`src/logic/issue_consts.svh`:
```
`ifndef ISSUE_CONSTS_SVH
`define ISSUE_CONSTS_SVH

// Data path width
`define XLEN 32

// Sign-extended branch and jump offset
`define PC_OFFSET_W 21

// ALU, branch unit, load/store unit
`define NUM_UNITS 3

// Link registers for return-address prediction hints
`define LINK_REG_A 5'd1
`define LINK_REG_B 5'd5

// Register address width and id width
`define REG_ADDR_W 5
`define ID_W 4

// Load/store immediate width
`define LS_OFFSET_W 12

`endif

```
`src/logic/issue_pkg.sv`:
```
`default_nettype none

`include "issue_consts.svh"

package issue_pkg;

    // Major opcodes, instr[6:2]
    typedef enum logic [4:0] {
        LUI_T       = 5'b01101,
        AUIPC_T     = 5'b00101,
        JAL_T       = 5'b11011,
        JALR_T      = 5'b11001,
        BRANCH_T    = 5'b11000,
        LOAD_T      = 5'b00000,
        STORE_T     = 5'b01000,
        ARITH_IMM_T = 5'b00100,
        ARITH_T     = 5'b01100,
        SYSTEM_T    = 5'b11100
    } opcode_t;

    typedef enum logic [1:0] {
        ALU_CONSTANT = 2'd0,
        ALU_SLT      = 2'd1,
        ALU_SHIFT    = 2'd2,
        ALU_ADD_SUB  = 2'd3
    } alu_op_t;

    typedef enum logic [1:0] {
        ALU_LOGIC_ADD = 2'd0,
        ALU_LOGIC_XOR = 2'd1,
        ALU_LOGIC_OR  = 2'd2,
        ALU_LOGIC_AND = 2'd3
    } alu_logic_op_t;

    typedef struct packed {
        logic alu;
        logic br;
        logic ls;
    } unit_vec_t;

    typedef struct packed {
        logic                 valid;
        logic [`XLEN-1:0]     pc;
        logic [31:0]          instr;
        logic [`ID_W-1:0]     id;
    } decode_pkt_t;

    typedef struct packed {
        unit_vec_t                 units;
        logic                      uses_rs1;
        logic                      uses_rs2;
        logic [`REG_ADDR_W-1:0]    rs1;
        logic [`REG_ADDR_W-1:0]    rs2;
        logic [`REG_ADDR_W-1:0]    rd;
        logic [2:0]                fn3;
        // ALU pre-decode
        alu_op_t                   alu_op;
        alu_logic_op_t             logic_op;
        logic                      subtract;
        logic                      imm_type;
        logic [`XLEN-1:0]          constant_adder;
        // Branch pre-decode
        logic [`PC_OFFSET_W-1:0]   pc_offset;
        logic                      jal;
        logic                      jalr;
        logic                      is_call;
        logic                      is_return;
        logic                      br_signed;
        // Load/store pre-decode
        logic [`LS_OFFSET_W-1:0]   ls_offset;
        logic                      is_load;
        logic                      is_store;
    } decoded_t;

    typedef struct packed {
        decoded_t              dec;
        logic [`XLEN-1:0]      pc;
        logic [31:0]           instr;
        logic [`ID_W-1:0]      id;
        logic                  stage_valid;
    } issue_reg_t;

    typedef struct packed {
        logic [`XLEN-1:0] rs1;
        logic [`XLEN-1:0] rs2;
    } rs_data_t;

    typedef struct packed {
        logic [`XLEN:0]    in1;
        logic [`XLEN:0]    in2;
        logic              subtract;
        alu_logic_op_t     logic_op;
        alu_op_t           alu_op;
        logic [`XLEN-1:0]  constant_adder;
        logic [4:0]        shift_amount;
        logic              lshift;
        logic              arith;
        logic [`XLEN-1:0]  shifter_in;
    } alu_inputs_t;

    typedef struct packed {
        logic [`XLEN:0]            rs1;
        logic [`XLEN:0]            rs2;
        logic [2:0]                fn3;
        logic [`PC_OFFSET_W-1:0]   pc_offset;
        logic                      jal;
        logic                      jalr;
        logic                      jal_jalr;
        logic                      is_call;
        logic                      is_return;
        logic [`XLEN-1:0]          issue_pc;
        logic [`XLEN-1:0]          pc_p4;
    } branch_inputs_t;

    typedef struct packed {
        logic [`LS_OFFSET_W-1:0]   offset;
        logic                      load;
        logic                      store;
        logic [2:0]                fn3;
        logic [`XLEN-1:0]          rs1;
        logic [`XLEN-1:0]          rs2;
    } ls_inputs_t;

endpackage

`default_nettype wire

```
`src/logic/instr_decoder.sv`:
```
`timescale 1ns/1ps
`default_nettype none

`include "issue_consts.svh"

module instr_decoder (
    input  wire logic [31:0]        instr_i,
    input  wire logic [`XLEN-1:0]   pc_i,
    output issue_pkg::decoded_t     dec_o
);

    issue_pkg::opcode_t opcode;
    logic [2:0] fn3;
    logic [`REG_ADDR_W-1:0] rs1;
    logic [`REG_ADDR_W-1:0] rd;

    issue_pkg::alu_op_t alu_op;
    issue_pkg::alu_logic_op_t logic_op;
    logic is_lui;
    logic is_upper;

    logic rs1_link;
    logic rd_link;
    logic [`PC_OFFSET_W-1:0] pc_offset;

    // Instruction fields
    assign opcode = issue_pkg::opcode_t'(instr_i[6:2]);
    assign fn3 = instr_i[14:12];
    assign rs1 = instr_i[19:15];
    assign rd = instr_i[11:7];

    assign dec_o.rs1 = rs1;
    assign dec_o.rs2 = instr_i[24:20];
    assign dec_o.rd = rd;
    assign dec_o.fn3 = fn3;

    ////////////////////
    // Unit selection and operand use
    assign dec_o.units.br = opcode inside {issue_pkg::BRANCH_T, issue_pkg::JAL_T,
        issue_pkg::JALR_T};
    assign dec_o.units.alu = opcode inside {issue_pkg::ARITH_T, issue_pkg::ARITH_IMM_T,
        issue_pkg::LUI_T, issue_pkg::AUIPC_T, issue_pkg::JAL_T, issue_pkg::JALR_T};
    assign dec_o.units.ls = opcode inside {issue_pkg::LOAD_T, issue_pkg::STORE_T};

    assign dec_o.uses_rs1 = opcode inside {issue_pkg::JALR_T, issue_pkg::BRANCH_T,
        issue_pkg::LOAD_T, issue_pkg::STORE_T, issue_pkg::ARITH_IMM_T, issue_pkg::ARITH_T};
    // Store data comes straight from the register file
    assign dec_o.uses_rs2 = opcode inside {issue_pkg::BRANCH_T, issue_pkg::STORE_T,
        issue_pkg::ARITH_T};

    ////////////////////
    // ALU pre-decode
    always_comb begin
        case (opcode) inside
            issue_pkg::LUI_T, issue_pkg::AUIPC_T, issue_pkg::JAL_T, issue_pkg::JALR_T:
                alu_op = issue_pkg::ALU_CONSTANT;
            default: begin
                case (fn3) inside
                    3'b010, 3'b011: alu_op = issue_pkg::ALU_SLT;
                    3'b001, 3'b101: alu_op = issue_pkg::ALU_SHIFT;
                    default: alu_op = issue_pkg::ALU_ADD_SUB;
                endcase
            end
        endcase
    end

    always_comb begin
        case (fn3)
            3'b100: logic_op = issue_pkg::ALU_LOGIC_XOR;
            3'b110: logic_op = issue_pkg::ALU_LOGIC_OR;
            3'b111: logic_op = issue_pkg::ALU_LOGIC_AND;
            default: logic_op = issue_pkg::ALU_LOGIC_ADD;
        endcase
    end

    assign dec_o.alu_op = alu_op;
    assign dec_o.logic_op = logic_op;
    // SLT/SLTU compare through the subtractor, SUB only in register form
    assign dec_o.subtract = (fn3 inside {3'b010, 3'b011})
        || ((opcode == issue_pkg::ARITH_T) && (fn3 == 3'b000) && instr_i[30]);
    assign dec_o.imm_type = (opcode == issue_pkg::ARITH_IMM_T);

    // Constant adder: upper immediate, pc + upper immediate, or pc + 4
    assign is_lui = (opcode == issue_pkg::LUI_T);
    assign is_upper = is_lui || (opcode == issue_pkg::AUIPC_T);
    assign dec_o.constant_adder = (is_lui ? '0 : pc_i)
        + (is_upper ? {instr_i[31:12], 12'b0} : `XLEN'(4));

    ////////////////////
    // Branch pre-decode
    always_comb begin
        case (opcode)
            issue_pkg::JAL_T:
                pc_offset = `PC_OFFSET_W'(signed'({instr_i[31], instr_i[19:12],
                    instr_i[20], instr_i[30:21], 1'b0}));
            issue_pkg::JALR_T:
                pc_offset = `PC_OFFSET_W'(signed'(instr_i[31:20]));
            default:
                pc_offset = `PC_OFFSET_W'(signed'({instr_i[31], instr_i[7],
                    instr_i[30:25], instr_i[11:8], 1'b0}));
        endcase
    end

    assign dec_o.pc_offset = pc_offset;
    assign dec_o.jal = (opcode == issue_pkg::JAL_T);
    assign dec_o.jalr = (opcode == issue_pkg::JALR_T);

    // Call/return hints from the link register rule
    assign rs1_link = (rs1 == `LINK_REG_A) || (rs1 == `LINK_REG_B);
    assign rd_link = (rd == `LINK_REG_A) || (rd == `LINK_REG_B);
    assign dec_o.is_call = (dec_o.jal || dec_o.jalr) && rd_link;
    assign dec_o.is_return = dec_o.jalr && rs1_link && (!rd_link || (rs1 != rd));

    // BLTU and BGEU compare unsigned
    assign dec_o.br_signed = !(fn3 inside {3'b110, 3'b111});

    ////////////////////
    // Load/store pre-decode
    assign dec_o.is_load = (opcode == issue_pkg::LOAD_T);
    assign dec_o.is_store = (opcode == issue_pkg::STORE_T);
    assign dec_o.ls_offset = dec_o.is_store ? {instr_i[31:25], instr_i[11:7]}
                                            : instr_i[31:20];

endmodule

`default_nettype wire

```
`src/logic/issue_stage.sv`:
```
`timescale 1ns/1ps
`default_nettype none

`include "issue_consts.svh"

module issue_stage (
    input  wire logic                      clk,
    input  wire logic                      rst,

    // Decode side
    input  wire issue_pkg::decode_pkt_t    dec_i,
    input  wire issue_pkg::decoded_t       decoded_i,
    output logic                           dec_ready_o,

    // Control
    input  wire logic                      flush_i,
    input  wire logic                      issue_hold_i,

    // Register file
    input  wire logic [1:0]                rs_inuse_i,
    output logic [2*`REG_ADDR_W-1:0]       rf_rs_addr_o,

    // Units
    input  wire issue_pkg::unit_vec_t      unit_ready_i,
    output issue_pkg::issue_reg_t          issue_o,
    output issue_pkg::unit_vec_t           unit_req_o,
    output logic [`ID_W-1:0]               issue_id_o,
    output logic                           issued_o
);

    issue_pkg::issue_reg_t issue_q;

    logic rs1_conflict;
    logic rs2_conflict;
    logic operands_ready;
    logic [`NUM_UNITS-1:0] units_needed;
    logic [`NUM_UNITS-1:0] units_ready;
    logic units_free;
    logic issue_valid;

    ////////////////////
    // Issue register

    // Load when empty or when the current instruction leaves this cycle
    assign dec_ready_o = (~issue_q.stage_valid | issued_o) & ~flush_i;

    always_ff @(posedge clk) begin
        if (dec_ready_o) begin
            issue_q.dec <= decoded_i;
            issue_q.pc <= dec_i.pc;
            issue_q.instr <= dec_i.instr;
            issue_q.id <= dec_i.id;
        end
        if (rst || flush_i) begin
            issue_q.stage_valid <= 1'b0;
        end else if (dec_ready_o) begin
            issue_q.stage_valid <= dec_i.valid;
        end
    end

    ////////////////////
    // Issue decision
    assign rs1_conflict = rs_inuse_i[0] & issue_q.dec.uses_rs1;
    assign rs2_conflict = rs_inuse_i[1] & issue_q.dec.uses_rs2;
    assign operands_ready = ~rs1_conflict & ~rs2_conflict;

    // Every unit the instruction needs must be ready
    assign units_needed = issue_q.dec.units;
    assign units_ready = unit_ready_i;
    assign units_free = ((units_needed & ~units_ready) == '0);

    assign issue_valid = issue_q.stage_valid & operands_ready & ~issue_hold_i & ~flush_i;
    assign issued_o = issue_valid & units_free;

    // Empty unit vector gives an issue with no request
    assign unit_req_o = issued_o ? issue_q.dec.units : '0;
    assign issue_id_o = issue_q.id;

    // Register file read addresses, rs2 in the upper half
    assign rf_rs_addr_o = {issue_q.dec.rs2, issue_q.dec.rs1};

    assign issue_o = issue_q;

endmodule

`default_nettype wire

```
`src/logic/unit_operand_mux.sv`:
```
`timescale 1ns/1ps
`default_nettype none

`include "issue_consts.svh"

module unit_operand_mux (
    input  wire issue_pkg::issue_reg_t    issue_i,
    input  wire issue_pkg::rs_data_t      rs_data_i,
    output issue_pkg::alu_inputs_t        alu_o,
    output issue_pkg::branch_inputs_t     branch_o,
    output issue_pkg::ls_inputs_t         ls_o
);

    logic [`XLEN-1:0] rs1;
    logic [`XLEN-1:0] rs2;
    logic [`XLEN-1:0] alu_rs2;
    logic alu_signed;
    logic br_signed;

    assign rs1 = rs_data_i.rs1;
    assign rs2 = rs_data_i.rs2;

    ////////////////////
    // ALU inputs

    // fn3[0] set only for SLTU/SLTIU among compares
    assign alu_signed = ~issue_i.dec.fn3[0];
    assign alu_rs2 = issue_i.dec.imm_type ? `XLEN'(signed'(issue_i.instr[31:20])) : rs2;

    assign alu_o.in1 = {rs1[`XLEN-1] & alu_signed, rs1};
    assign alu_o.in2 = {alu_rs2[`XLEN-1] & alu_signed, alu_rs2};
    assign alu_o.subtract = issue_i.dec.subtract;
    assign alu_o.logic_op = issue_i.dec.logic_op;
    assign alu_o.alu_op = issue_i.dec.alu_op;
    assign alu_o.constant_adder = issue_i.dec.constant_adder;

    // Shifter, immediate shift amount sits in the rs2 field
    assign alu_o.shift_amount = issue_i.dec.imm_type ? issue_i.dec.rs2 : rs2[4:0];
    assign alu_o.lshift = ~issue_i.dec.fn3[2];
    assign alu_o.arith = rs1[`XLEN-1] & issue_i.instr[30];
    assign alu_o.shifter_in = rs1;

    ////////////////////
    // Branch inputs
    assign br_signed = issue_i.dec.br_signed;

    assign branch_o.rs1 = {rs1[`XLEN-1] & br_signed, rs1};
    assign branch_o.rs2 = {rs2[`XLEN-1] & br_signed, rs2};
    assign branch_o.fn3 = issue_i.dec.fn3;
    assign branch_o.pc_offset = issue_i.dec.pc_offset;
    assign branch_o.jal = issue_i.dec.jal;
    assign branch_o.jalr = issue_i.dec.jalr;
    assign branch_o.jal_jalr = issue_i.dec.jal | issue_i.dec.jalr;
    assign branch_o.is_call = issue_i.dec.is_call;
    assign branch_o.is_return = issue_i.dec.is_return;
    assign branch_o.issue_pc = issue_i.pc;
    // Constant adder holds pc + 4 for branches and jumps
    assign branch_o.pc_p4 = issue_i.dec.constant_adder;

    ////////////////////
    // Load/store inputs
    assign ls_o.offset = issue_i.dec.ls_offset;
    assign ls_o.load = issue_i.dec.is_load;
    assign ls_o.store = issue_i.dec.is_store;
    assign ls_o.fn3 = issue_i.dec.fn3;
    assign ls_o.rs1 = rs1;
    assign ls_o.rs2 = rs2;

endmodule

`default_nettype wire

```
`src/logic/decode_issue_top.sv`:
```
`timescale 1ns/1ps
`default_nettype none

`include "issue_consts.svh"

module decode_issue_top (
    input  wire logic                        clk,
    input  wire logic                        rst,

    input  wire issue_pkg::decode_pkt_t      dec_i,
    output logic                             dec_ready_o,

    input  wire logic                        flush_i,
    input  wire logic                        issue_hold_i,

    input  wire logic [1:0]                  rs_inuse_i,
    input  wire issue_pkg::rs_data_t         rs_data_i,
    output logic [2*`REG_ADDR_W-1:0]         rf_rs_addr_o,

    input  wire issue_pkg::unit_vec_t        unit_ready_i,
    output issue_pkg::unit_vec_t             unit_req_o,
    output logic [`ID_W-1:0]                 issue_id_o,
    output logic                             issued_o,

    output issue_pkg::alu_inputs_t           alu_o,
    output issue_pkg::branch_inputs_t        branch_o,
    output issue_pkg::ls_inputs_t            ls_o
);

    issue_pkg::decoded_t decoded;
    issue_pkg::issue_reg_t issue_q;

    // Decode straight off the incoming packet
    instr_decoder decoder_i (
        .instr_i (dec_i.instr),
        .pc_i    (dec_i.pc),
        .dec_o   (decoded)
    );

    issue_stage stage_i (
        .clk          (clk),
        .rst          (rst),
        .dec_i        (dec_i),
        .decoded_i    (decoded),
        .dec_ready_o  (dec_ready_o),
        .flush_i      (flush_i),
        .issue_hold_i (issue_hold_i),
        .rs_inuse_i   (rs_inuse_i),
        .rf_rs_addr_o (rf_rs_addr_o),
        .unit_ready_i (unit_ready_i),
        .issue_o      (issue_q),
        .unit_req_o   (unit_req_o),
        .issue_id_o   (issue_id_o),
        .issued_o     (issued_o)
    );

    unit_operand_mux operand_mux_i (
        .issue_i   (issue_q),
        .rs_data_i (rs_data_i),
        .alu_o     (alu_o),
        .branch_o  (branch_o),
        .ls_o      (ls_o)
    );

endmodule

`default_nettype wire

```
`config.mk`:
```
export PLATFORM = sky130hd
export DESIGN_NAME = decode_issue_top
export DESIGN_NICKNAME = d
export VERILOG_FILES = /design/src/logic/issue_pkg.sv /design/src/logic/instr_decoder.sv /design/src/logic/issue_stage.sv /design/src/logic/unit_operand_mux.sv /design/src/logic/decode_issue_top.sv
export VERILOG_INCLUDE_DIRS = /design/src /design/src/logic
export SDC_FILE = /design/constraint.sdc
export NUM_CORES = 1
export LEC_CHECK = 0
export BUFFER_PORTS_ARGS = -buffer_cell sky130_fd_sc_hd__buf_4
export CAP_MARGIN = 20
export CORE_AREA = 2 2 210 212
export DETAILED_ROUTE_END_ITERATION = 8
export DIE_AREA = 0 0 212 214
export PLACE_DENSITY = 0.54
export SLEW_MARGIN = 20
export SYNTH_ARGS = -nofsm -noshare
export SYNTH_HDL_FRONTEND = slang
export SYNTH_SLANG_ARGS = --single-unit
```
`constraint.sdc`:
```
create_clock -name clk -period 14.1 [get_ports clk]
set_input_delay 2.115 -clock clk [delete_from_list [all_inputs] [get_ports clk]]
set_output_delay 2.115 -clock clk [all_outputs]
set_load 0.005 [all_outputs]
```
==> results of run 1 <==
==> where the power goes <==
| part | leakage (nW) | internal, W | switching, W |
|---|---|---|---|
| combinational | 3.10 | 0.0000994 | 0.0000870 |
| sequential | 1.22 | 0.000442 | 0.0000119 |
| clock | 0.266 | 0.000240 | 0.000176 |
| total | 4.59 | 0.000782 | 0.000275 |
==> state kept, by name (all words and copies together), names as in the netlist <==
name                flops
stage_i.issue_id_o      4
stage_i.issue_o       122
==> area by class of cell <==
cell class,count,area (um2)
repair buffers,389,2920
diodes,2,5.005
clock inverters,15,120.1
well taps,585,732.0
flip-flops and latches,126,3774
fillers,4570,32450
inverters,37,138.9
multi-input cells,345,2317
clock buffers,17,425.4
==> placed cells by master (no fill, tap or decap), types with 4 or more instances in the layout <==
cell type  instances
a21o_1            10
a21oi_1           21
and2_1            49
buf_4            389
clkbuf_16         17
clkinv_2           4
edfxtp_1         125
ha_1              21
inv_1             37
mux2_2            21
nand2_1           48
nand3_1           10
nand4_1            6
nor2_1            31
nor2b_1            6
nor3_1             6
o21ai_0           31
o31ai_1            5
xnor2_1           11
xor2_1            15
==> metal layers <==
layer / vias to the layer above / share of wire / wire length, um / global-route usage
li1: 2705 / - / - / -
met1: 2773 / 0.39 / 10900 / 0.1291
met2: 367 / 0.49 / 13610 / 0.2019
met3: 46 / 0.087 / 2413 / 0.04384
met4: 0 / 0.034 / 961 / 0.06080
met5: - / 0 / 0 / 0
==> metrics by stage <==
step / cells / util / setup slack, ns / hold WS, ns
after CTS: 1514 / 0.2431 / 8.117 / 0.6713
after global placement: 1482 / 0.2304 / 8.042 / 0.6514
final: 1516 / 0.2433 / 8.134 / 0.6700
after global routing: 1515 / 0.2432 / 7.908 / 0.7428
after floorplan: 885 / - / 3.920 / 0.5771
after detailed placement: 1482 / 0.2304 / 8.058 / 0.6530
==> worst max-delay path, delay by kind of cell <==
kind                   cells  cell delay, ns
buffers and inverters      2            0.35
AND/OR/NAND/NOR            3            0.81
AO/OA/AOI/OAI              2            0.56
==> final timing paths <==
| check | start | to | slack [ns] | depth (start not counted) |
|---|---|---|---|---|
| min reg2reg | stage_i.issue_o[0] | stage_i.issue_o[0] | 0.67 | 3 |
| min | stage_i.issue_o[0] | stage_i.issue_o[0] | 0.67 | 3 |
| max | flush_i | dec_ready_o | 8.13 | 7 |
| max reg2reg | stage_i.issue_o[167] | stage_i.issue_o[132] | 11.23 | 6 |
==> logic make-up (layout without fill, tap and decap cells) <==
| family | after synthesis | after routing | synth area share |
|---|---|---|---|
| adders and majority gates | 21 | 21 | 0.02924 |
| muxes | 24 | 24 | 0.02966 |
| xor gates and xnor gates | 26 | 26 | 0.02534 |
| AOI/OAI and AO/OA | 96 | 96 | 0.06934 |
| and+or+nand+nor | 178 | 178 | 0.1035 |
| DFF | 126 | 126 | 0.4199 |
| buffers and inverters | 414 | 458 | 0.3230 |
| other | 0 | 2 | 0 |
==> results by group, run 1 <==
Floorplan
  – Die width: 212 um
  – Cell row count: between 70 and 80
  – Die area: ~45000 um2
  – IO Count: around 540
  – Die Span Y: approximately 210 um
  – Core ar.: 42890 um2
  – Initial Utilization: 0.2095

Timing
  – Worst-margin pin slew: between 0.8 and 0.9 ns
  – Final period util: 0.4231
  – FMAX: ~170 MHz
  – Min Clock Period, post-route: 5.966 ns
  – RSZ-0062 raised after global routing: false
  – TNS Setup: 0 ns
  – Final hold viol count: 0
  – Final Setup Violations: 0
  – Fin. max-slew vios: 0
  – Post-Route Skew: 0.01888 ns
  – Slew margin rel.: 0.4500

Power
  – Max IR drop VDD: 70.07 uV
  – Final total power: 0.001057 W
  – Static Leakage: 4.589 nW
  – Pwr dens: 101.3 nW/um2

Place
  – GP Congestion: around 0.75
  – Post-DP HPWL: 22460 um
  – Port bufs: 385
  – Post-DP Area: around 9900 um2

Synthesis
  – EDFF count, synth: 125
  – FF+latch count, synth: 126
  – Netlist Area Pre-Place: approximately 9000 um2
  – Syn_area_per_cell: 10.15 um2
  – Most frequent cell after synthesis: buf_4
  – Top cell type by total area after synthesis: edfxtp_1
  – Synthesized Nets: 1048
  – Post-synth top area share: 0.4177
  – Number of distinct library cells after synthesis: 54
  – YS warnings: 0
  – Most frequent cells after synthesis: buf_4 (357), edfxtp_1 (125), and2_1 (49), nand2_1 (48), inv_1 (37)
  – Share of async-settable or async-resettable flops after synthesis: 0
  – Sequential share of the synthesized area: 0.4199
  – Dominant synthesized flop cell: edfxtp_1
  – Synthesized netlist cell count: 885
  – Synth top area cells: edfxtp_1 (42%), buf_4 (30%), and2_1 (3.4%)

Clock network
  – Cts hold-fix bufs: 0
  – Worst-Skew Late Latency: 0.46 ns
  – CTS tree: yes
  – Clk root buf: clkbuf_16
  – H-tree level count: 4
  – Num CTS Buffers: 17
  – Setup Buffers After CTS: 0
  – Clock buffer depth: 2
  – PostCTS Resize Cnt: 0
  – TritonCTS Sinks: 126
  – Clk pin slew, worst setup/hold paths: 0.07 ns

Routing
  – Via count: ~5900
  – DR DRC count: 0
  – Wire per inst: 18.39 um
  – Vias per std cell: 3.886
  – Antenna viol nets, final: 0
  – Initial DRC count: 213
  – Pre-Repair DR Iteration Count: 4
  – DRT Wirelength: 27880 um

Critical path
  – Slowest-stage cell, CP: nor2_4
  – Req. time, crit path: 11.98 ns
  – CP Max Fanout: 19
  – Crit end category: primary output
  – Worst setup SP type: primary input
  – CP Class: in -> out
  – Worst EP arrival: 3.85 ns
  – CP peak stage delay: 0.51 ns
  – Most used cell, CP: buf_4
  – CP Cell Sequence: buf_4 -> nor2_1 -> o2111ai_1 -> a211oi_1 -> nor2b_1 -> nor2_4 -> buf_4

Global routing
  – First-pass GRT wire length: approximately 38000 um
  – Grt total ovfl: 0
  – Pin count of the biggest net entering global routing: 61
  – Total GRT Usage: 0.1189
  – Vias in the first global route: 5734
  – Initial antenna violation count: 3

Min path
  – Worst min path class: reg -> reg

Outcome
  – Status: complete, no violations

Run
  – Max-cap violations: 0

Layout
  – Synthesis-to-finish area growth: 16.10%
  – Layout cells sized above 1: 0.4790
  – Final nets: between 1000 and 1500
  – Finished layout cell area: approximately 10000 um2
Power figures use the tool's default switching activity.
==> run 2, diff against run 1 <==
--- a/config.mk
+++ b/config.mk
@@ -8,10 +8,10 @@
 export LEC_CHECK = 0
 export BUFFER_PORTS_ARGS = -buffer_cell sky130_fd_sc_hd__buf_4
 export CAP_MARGIN = 20
-export CORE_AREA = 2 2 210 212
+export CORE_AREA = 2 2 211 213
 export DETAILED_ROUTE_END_ITERATION = 8
-export DIE_AREA = 0 0 212 214
-export PLACE_DENSITY = 0.54
+export DIE_AREA = 0 0 213 215
+export PLACE_DENSITY = 0.55
 export SLEW_MARGIN = 20
 export SYNTH_ARGS = -nofsm -noshare
 export SYNTH_HDL_FRONTEND = slang
==> constraint.sdc (replaced) <==
create_clock -name clk -period 5.2 [get_ports clk]
set_input_delay 0.78 -clock clk [delete_from_list [all_inputs] [get_ports clk]]
set_output_delay 0.78 -clock clk [all_outputs]
set_load 0.005 [all_outputs]
==> run 2 against run 1 <==
Against the previous run:
- sequential power grew to 2.7 times the previous value
- count of clock-buffer cells in the layout grew 2
- sequential share of layout area shrank 0.12 points
- worst hold slack lost 0.19 ns
- flip-flop and latch count is the same
- combinational power grew to 2.7 times the previous value
- critical path type is now in -> reg
- critical endpoint is now stage_i.issue_o[137]
==> results by group, run 2 (synthesized netlist as in run 1, its figures left out) <==
Timing
  – Min Clock Period, post-route: 3.706 ns
  – TNS Setup: 0 ns (unchanged)
  – RSZ-0062 raised after global routing: false
  – FMAX: 269.9 MHz
  – Slew margin rel.: 0.4982 (+0.04814)
  – Worst-margin pin slew: 0.7527 ns (-0.07222 ns)
  – Final Setup Violations: 0 (unchanged)
  – Post-Route Skew: 0.007651 ns (-0.01123 ns)
  – Final hold viol count: 0 (unchanged)
  – Hold slack: 0.4773 ns (-0.1927 ns)
  – Fin. max-slew vios: 0 (unchanged)
  – Worst Setup Slack, final: 1.494 ns (-6.640 ns)
  – Final period util: 0.7126

Critical path
  – CP Max Fanout: 18 (-1)
  – FF-to-FF End: stage_i.issue_o[67]
  – Crit end category: register
  – CP Class: in -> reg
  – R2R cell count: 6 (unchanged)
  – Reg-to-Reg Start: stage_i.issue_o[167]
  – Internal reg-to-reg setup slack: 2.84 ns (-8.39 ns)
  – Req. time, crit path: 5.41 ns (-6.57 ns)
  – Worst EP arrival: 3.91 ns (+0.06 ns)
  – Worst setup SP type: primary input

Clock network
  – Setup Buffers After CTS: 0 (unchanged)
  – TritonCTS Sinks: 126 (unchanged)
  – CTS tree: yes
  – Num CTS Buffers: 17 (unchanged)
  – Cts hold-fix bufs: 0 (unchanged)
  – PostCTS Resize Cnt: 0 (unchanged)
  – H-tree level count: 4 (unchanged)
  – Clk pin slew, worst setup/hold paths: 0.06 ns (about the same)
  – Worst-Skew Late Latency: 0.46 ns (about the same)
  – Clk root buf: clkbuf_16
  – Clock buffer depth: 2 (unchanged)

Floorplan
  – Die Span Y: 215 um (+0.47%)
  – Die area: 45800 um2 (+0.94%)
  – Core ar.: 43640 um2 (+1.8%)
  – Initial Utilization: 0.2059 (-0.003634)
  – Die width: 213 um (+0.47%)
  – IO Count: 543 (unchanged)
  – Cell row count: 77 (+1.3%)

Layout
  – Final nets: 1080 (+0.093%)
  – Commonest non-fill, non-tap cell in the layout: buf_4
  – Most frequent cells in the layout: buf_4 (389), edfxtp_1 (125), and2_1 (49)
  – Finished layout cell area: 10470 um2 (+0.32%)
  – Max reg flops: 122 (unchanged)
  – Layout cells sized above 1: 0.4790 (unchanged)
  – Multi-input logic area: 2317 um2 (unchanged)
  – Synthesis-to-finish area growth: 16.47%
  – Seq. cell area: 3774 um2 (unchanged)
  – Fillers: 4704 (+2.9%)

Power
  – Pwr dens: 277.3 nW/um2 (+170%)
  – Max IR drop VDD: 199.7 uV (+180%)
  – Comb power frac: 0.174 (-0.002)
  – Clock power share: 0.402 (+0.008)
  – Seq pwr share: 0.424 (-0.006)
  – Switch Pwr: 0.0007381 W (+170%)
  – Internal power: 0.002164 W (+180%)
  – Final total power: 0.002902 W (+170%)
  – Static Leakage: 4.598 nW (+0.19%)
  – Switching Share: 0.2543 (-0.005948)

Run
  – Max-cap violations: 0 (unchanged)

Global routing
  – Vias in the first global route: 5693 (-0.72%)
  – Initial antenna violation count: 1 (-2)
  – Pin count of the biggest net entering global routing: 73 (+20%)
  – Grt total ovfl: 0 (unchanged)
  – First-pass GRT wire length: 37040 um (-2.6%)
  – Total GRT Usage: 0.1166 (-0.002346)

Routing
  – Wire per inst: 17.90 um (-2.7%)
  – Vias per std cell: 3.800 (-2.2%)
  – Antenna viol nets, final: 0 (unchanged)
  – Pre-Repair DR Iteration Count: 5 (+1)
  – Via count: 5784 (-1.8%)
  – DR DRC count: 0 (unchanged)
  – DRT Wirelength: 27240 um (-2.3%)
  – Initial DRC count: 212 (-0.47%)

Place
  – Port bufs: 385 (unchanged)
  – GP Congestion: 0.7906 (+5.4%)
  – Post-DP Area: 9911 um2 (+0.29%)
  – Dpl ws: 1.039 ns (-7.018 ns)
  – Post-DP HPWL: 21850 um (-2.7%)

Min path
  – Worst Hold Endpoint: stage_i.issue_o[0]
  – Hold Path Origin: rst
  – Hold path depth: 2 (-1)
  – Worst min path class: in -> reg

Outcome
  – Status: complete, no violations
## run 2: cell types whose count changed in the layout (fill, tap and decap cells not counted)
cell / change
clkinv_1: -2
inv_6: -2
buf_12: +1
clkinv_4: -2
clkbuf_1: +2
diode_2: -1
bufinv_16: +1
clkinvlp_4: +1
clkinv_2: +1
## run 2: through the flow
step | instances | utilization
final | 1522 | 0.2398
after global placement | 1490 | 0.2271
after global routing | 1521 | 0.2398
after detailed placement | 1490 | 0.2271
after CTS | 1521 | 0.2398
after floorplan | 885 | -
## run 2: worst max-delay path by stage
stage	slack, ns	to	cells past startpoint	from
after CTS	1.55	stage_i.issue_o[138]	12	dec_i[7]
final	1.49	stage_i.issue_o[137]	11	dec_i[7]
after global placement	1.08	stage_i.issue_o[138]	12	dec_i[7]
after detailed placement	1.04	stage_i.issue_o[138]	12	dec_i[7]
after global routing	1.28	stage_i.issue_o[138]	12	dec_i[7]
after floorplan	1.05	dec_ready_o	5	flush_i
## run 2: worst max-delay path, cell delays in order
cell and delay (ns):
buf_4 0.17, nor4bb_4 0.33, nand2_1 0.22, buf_4 0.25, and2_1 0.17, ha_1 0.35
and3_1 0.24, a221oi_1 0.39, o31ai_1 0.20, a221o_1 0.43, o311a_1 0.36
## run 2: layout make-up
class | instances | area share
flip-flops and latches | 126 | 0.3605
repair buffers | 390 | 0.2809
multi-input cells | 345 | 0.2214
well taps | 592 | 0.07077
clock buffers | 19 | 0.04136
inverters | 37 | 0.01327
clock inverters | 12 | 0.01148
diodes | 1 | 0.0002391
## run 2: metal layers
| layer | global-route usage | share of wire |
|---|---|---|
| met5 | 0 | 0 |
| met3 | 0.04808 | 0.086 |
| met1 | 0.1268 | 0.40 |
| met4 | 0.04289 | 0.016 |
| met2 | 0.2013 | 0.50 |
## run 2: power groups by stage
stage,Combinational [W],Clock [W],Sequential [W]
detailed placement,0.000513,0,0.00125
floorplan,0.000387,0,0.00124
CTS,0.000516,0.00123,0.00123
global route,0.000552,0.00126,0.00124
global placement,0.000511,0,0.00125
finish,0.000504,0.00117,0.00123
==> run 3, diff against run 2 <==
==> constraint.sdc (replaced) <==
create_clock -name clk -period 3.4 [get_ports clk]
set_input_delay 0.51 -clock clk [delete_from_list [all_inputs] [get_ports clk]]
set_output_delay 0.51 -clock clk [all_outputs]
set_load 0.005 [all_outputs]
==> run 3 against run 2 <==
Against the previous run:
- critical path depth unchanged
- core utilization increased by 1.3 points
- count of clock-buffer cells in the layout decreased by 2
- power increased by 56%
- clock power increased by 56%
- die area unchanged
- flip-flop and latch count unchanged
- global-route usage increased by 0.51 points
- setup slack got worse by 1.2 ns
- cell area increased by 5.3%
- largest power group unchanged
==> results by group, run 3 (synthesized netlist as in run 1, its figures left out) <==
Place
  – GP Congestion: 0.7974 (+0.86%)
  – Port bufs: 385 (unchanged)
  – Post-DP HPWL: 23340 um (+6.8%)
  – Placed Cells: 1545 (+3.7%)
  – Post-DP Area: 10440 um2 (+5.3%)

Routing
  – Wire per inst: 18.20 um (+1.7%)
  – Initial DRC count: 268 (+26%)
  – Antenna viol nets, final: 0 (unchanged)
  – DRT Wirelength: 28740 um (+5.5%)
  – Vias per std cell: 3.776 (-0.64%)
  – Via count: 5962 (+3.1%)
  – Pre-Repair DR Iteration Count: 4 (-1)
  – DR DRC count: 0 (unchanged)

Critical path
  – R2R cell count: 6 (unchanged)
  – Req. time, crit path: 3.58 ns (-1.83 ns)
  – CP Max Fanout: 9 (-9)
  – FF-to-FF End: stage_i.issue_o[49]
  – Reg-to-Reg Start: stage_i.issue_o[169]
  – CP Launch Point: dec_i[7]
  – Worst setup SP type: primary input
  – CP Class: in -> reg
  – Internal reg-to-reg setup slack: 1.20 ns (-1.64 ns)
  – Worst EP arrival: 3.25 ns (-0.66 ns)
  – Crit end category: register

Timing
  – Final period util: 0.9025
  – Fin. max-slew vios: 0 (unchanged)
  – Min Clock Period, post-route: 3.068 ns
  – Hold slack: 0.2198 ns (-0.2575 ns)
  – Slew margin rel.: 0.5229 (+0.02469)
  – RSZ-0062 raised after global routing: false
  – Final Setup Violations: 0 (unchanged)
  – TNS Setup: 0 ns (unchanged)
  – Post-Route Skew: 0.009350 ns (+0.001699 ns)
  – FMAX: 325.9 MHz
  – Final hold viol count: 0 (unchanged)
  – Worst-margin pin slew: 0.7058 ns (-0.04698 ns)

Clock network
  – CTS tree: yes
  – Clk root buf: clkbuf_16
  – Worst-Skew Late Latency: 0.44 ns (-0.02 ns)
  – Num CTS Buffers: 17 (unchanged)
  – PostCTS Resize Cnt: 0 (unchanged)
  – Setup Buffers After CTS: 0 (unchanged)
  – Clk pin slew, worst setup/hold paths: 0.07 ns (about the same)
  – H-tree level count: 4 (unchanged)
  – TritonCTS Sinks: 126 (unchanged)
  – Cts hold-fix bufs: 0 (unchanged)
  – Clock buffer depth: 2 (unchanged)

Floorplan
  – Die Span Y: 215 um (unchanged)
  – Die width: 213 um (unchanged)
  – Initial Utilization: 0.2059 (unchanged)
  – Die area: 45800 um2 (unchanged)
  – Cell row count: 77 (unchanged)
  – IO Count: 543 (unchanged)
  – Core ar.: 43640 um2 (unchanged)

Layout
  – Commonest non-fill, non-tap cell in the layout: buf_4
  – Fin cells: 1579 (+3.7%)
  – Layout cells sized above 1: 0.5289 (+0.04992)
  – Synthesis-to-finish area growth: 22.64%
  – Most frequent cells in the layout: buf_4 (443), edfxtp_1 (125), nand2_1 (46)
  – Max reg flops: 122 (unchanged)
  – Final nets: 1135 (+5.1%)
  – Util after Layout: 0.2525 (+0.01270)
  – Finished layout cell area: 11020 um2 (+5.3%)

Global routing
  – Total GRT Usage: 0.1217 (+0.005080)
  – Grt total ovfl: 0 (unchanged)
  – Initial antenna violation count: 2 (+1)
  – Vias in the first global route: 5823 (+2.3%)
  – First-pass GRT wire length: 39430 um (+6.5%)
  – Pin count of the biggest net entering global routing: 60 (-18%)

Power
  – Static Leakage: 4.890 nW (+6.3%)
  – Internal power: 0.003315 W (+53%)
  – Pwr dens: 412.1 nW/um2 (+49%)
  – Comb power frac: 0.183 (+0.009)
  – Switching Share: 0.2701 (+0.01580)
  – Clock power share: 0.402 (about the same)
  – Seq pwr share: 0.414 (-0.010)
  – Switch Pwr: 0.001227 W (+66%)
  – Max IR drop VDD: 282.0 uV (+41%)

Run
  – Max-cap violations: 0 (unchanged)

Outcome
  – Status: complete, no violations

Min path
  – Hold Path Origin: rst
  – Worst Hold Endpoint: stage_i.issue_o[0]
  – Hold path depth: 2 (unchanged)
  – Worst min path class: in -> reg
## run 3: cell count changes in the layout (fill, tap and decap cells not counted), sizes merged
cell	delta
clkinv	-1
diode	+1
clkbuf	-2
buf	+55
clkinvlp	-1
bufinv	-1
inv	+6
## run 3: cell type report
cell class                 count  area (um2)
timing repair buffer         445        3366
clock inverter                15       151.4
fill                        4626       32620
antenna                        2       5.005
multi-input combinational    345        2420
sequential                   126        3774
inverter                      37       138.9
tap                          592       740.7
clock buffer                  17       425.4
## run 3: worst max-delay path by stage
| stage | end | slack, ns | cells past startpoint |
|---|---|---|---|
| after detailed placement | stage_i.issue_o[140] | -0.16 | 11 |
| after CTS | stage_i.issue_o[140] | 0.33 | 11 |
| final | stage_i.issue_o[140] | 0.33 | 11 |
| after global routing | stage_i.issue_o[138] | 0.17 | 11 |
| after floorplan | stage_i.issue_o[140] | -0.08 | 13 |
| after global placement | stage_i.issue_o[140] | -0.17 | 11 |
## run 3: critical path, stage by stage
cell	delay (ns)
buf_4	0.12
nor4bb_4	0.37
nand2_2	0.22
and2_4	0.20
ha_4	0.26
nand2_2	0.05
a211o_4	0.34
o31a_1	0.31
a2111o_1	0.44
a221oi_2	0.34
xnor2_1	0.09
## run 3: through the flow
stage	power [W]	setup WS [ns]
after floorplan	0.002501	-0.08032
after global placement	0.002756	-0.1650
after detailed placement	0.002760	-0.1590
after CTS	0.004642	0.3297
after global routing	0.004765	0.1694
final	0.004542	0.3317
## run 3: power groups by stage
stage,sequential (W),clock (W),combinational [W]
after floorplan,0.00190,0,0.000605
after global placement,0.00191,0,0.000842
after detailed placement,0.00192,0,0.000845
after CTS,0.00188,0.00191,0.000850
final,0.00188,0.00183,0.000832
after global routing,0.00189,0.00197,0.000905
## run 3: layer usage
| metal | vias to the layer above | wire, um | track usage | share of wire |
|---|---|---|---|---|
| li1 | 2819 | - | - | - |
| met1 | 2804 | 11570 | 0.1396 | 0.40 |
| met2 | 318 | 14700 | 0.2142 | 0.51 |
| met3 | 21 | 2112 | 0.03902 | 0.073 |
| met4 | 0 | 362 | 0.03497 | 0.013 |
| met5 | - | 0 | 0 | 0 |
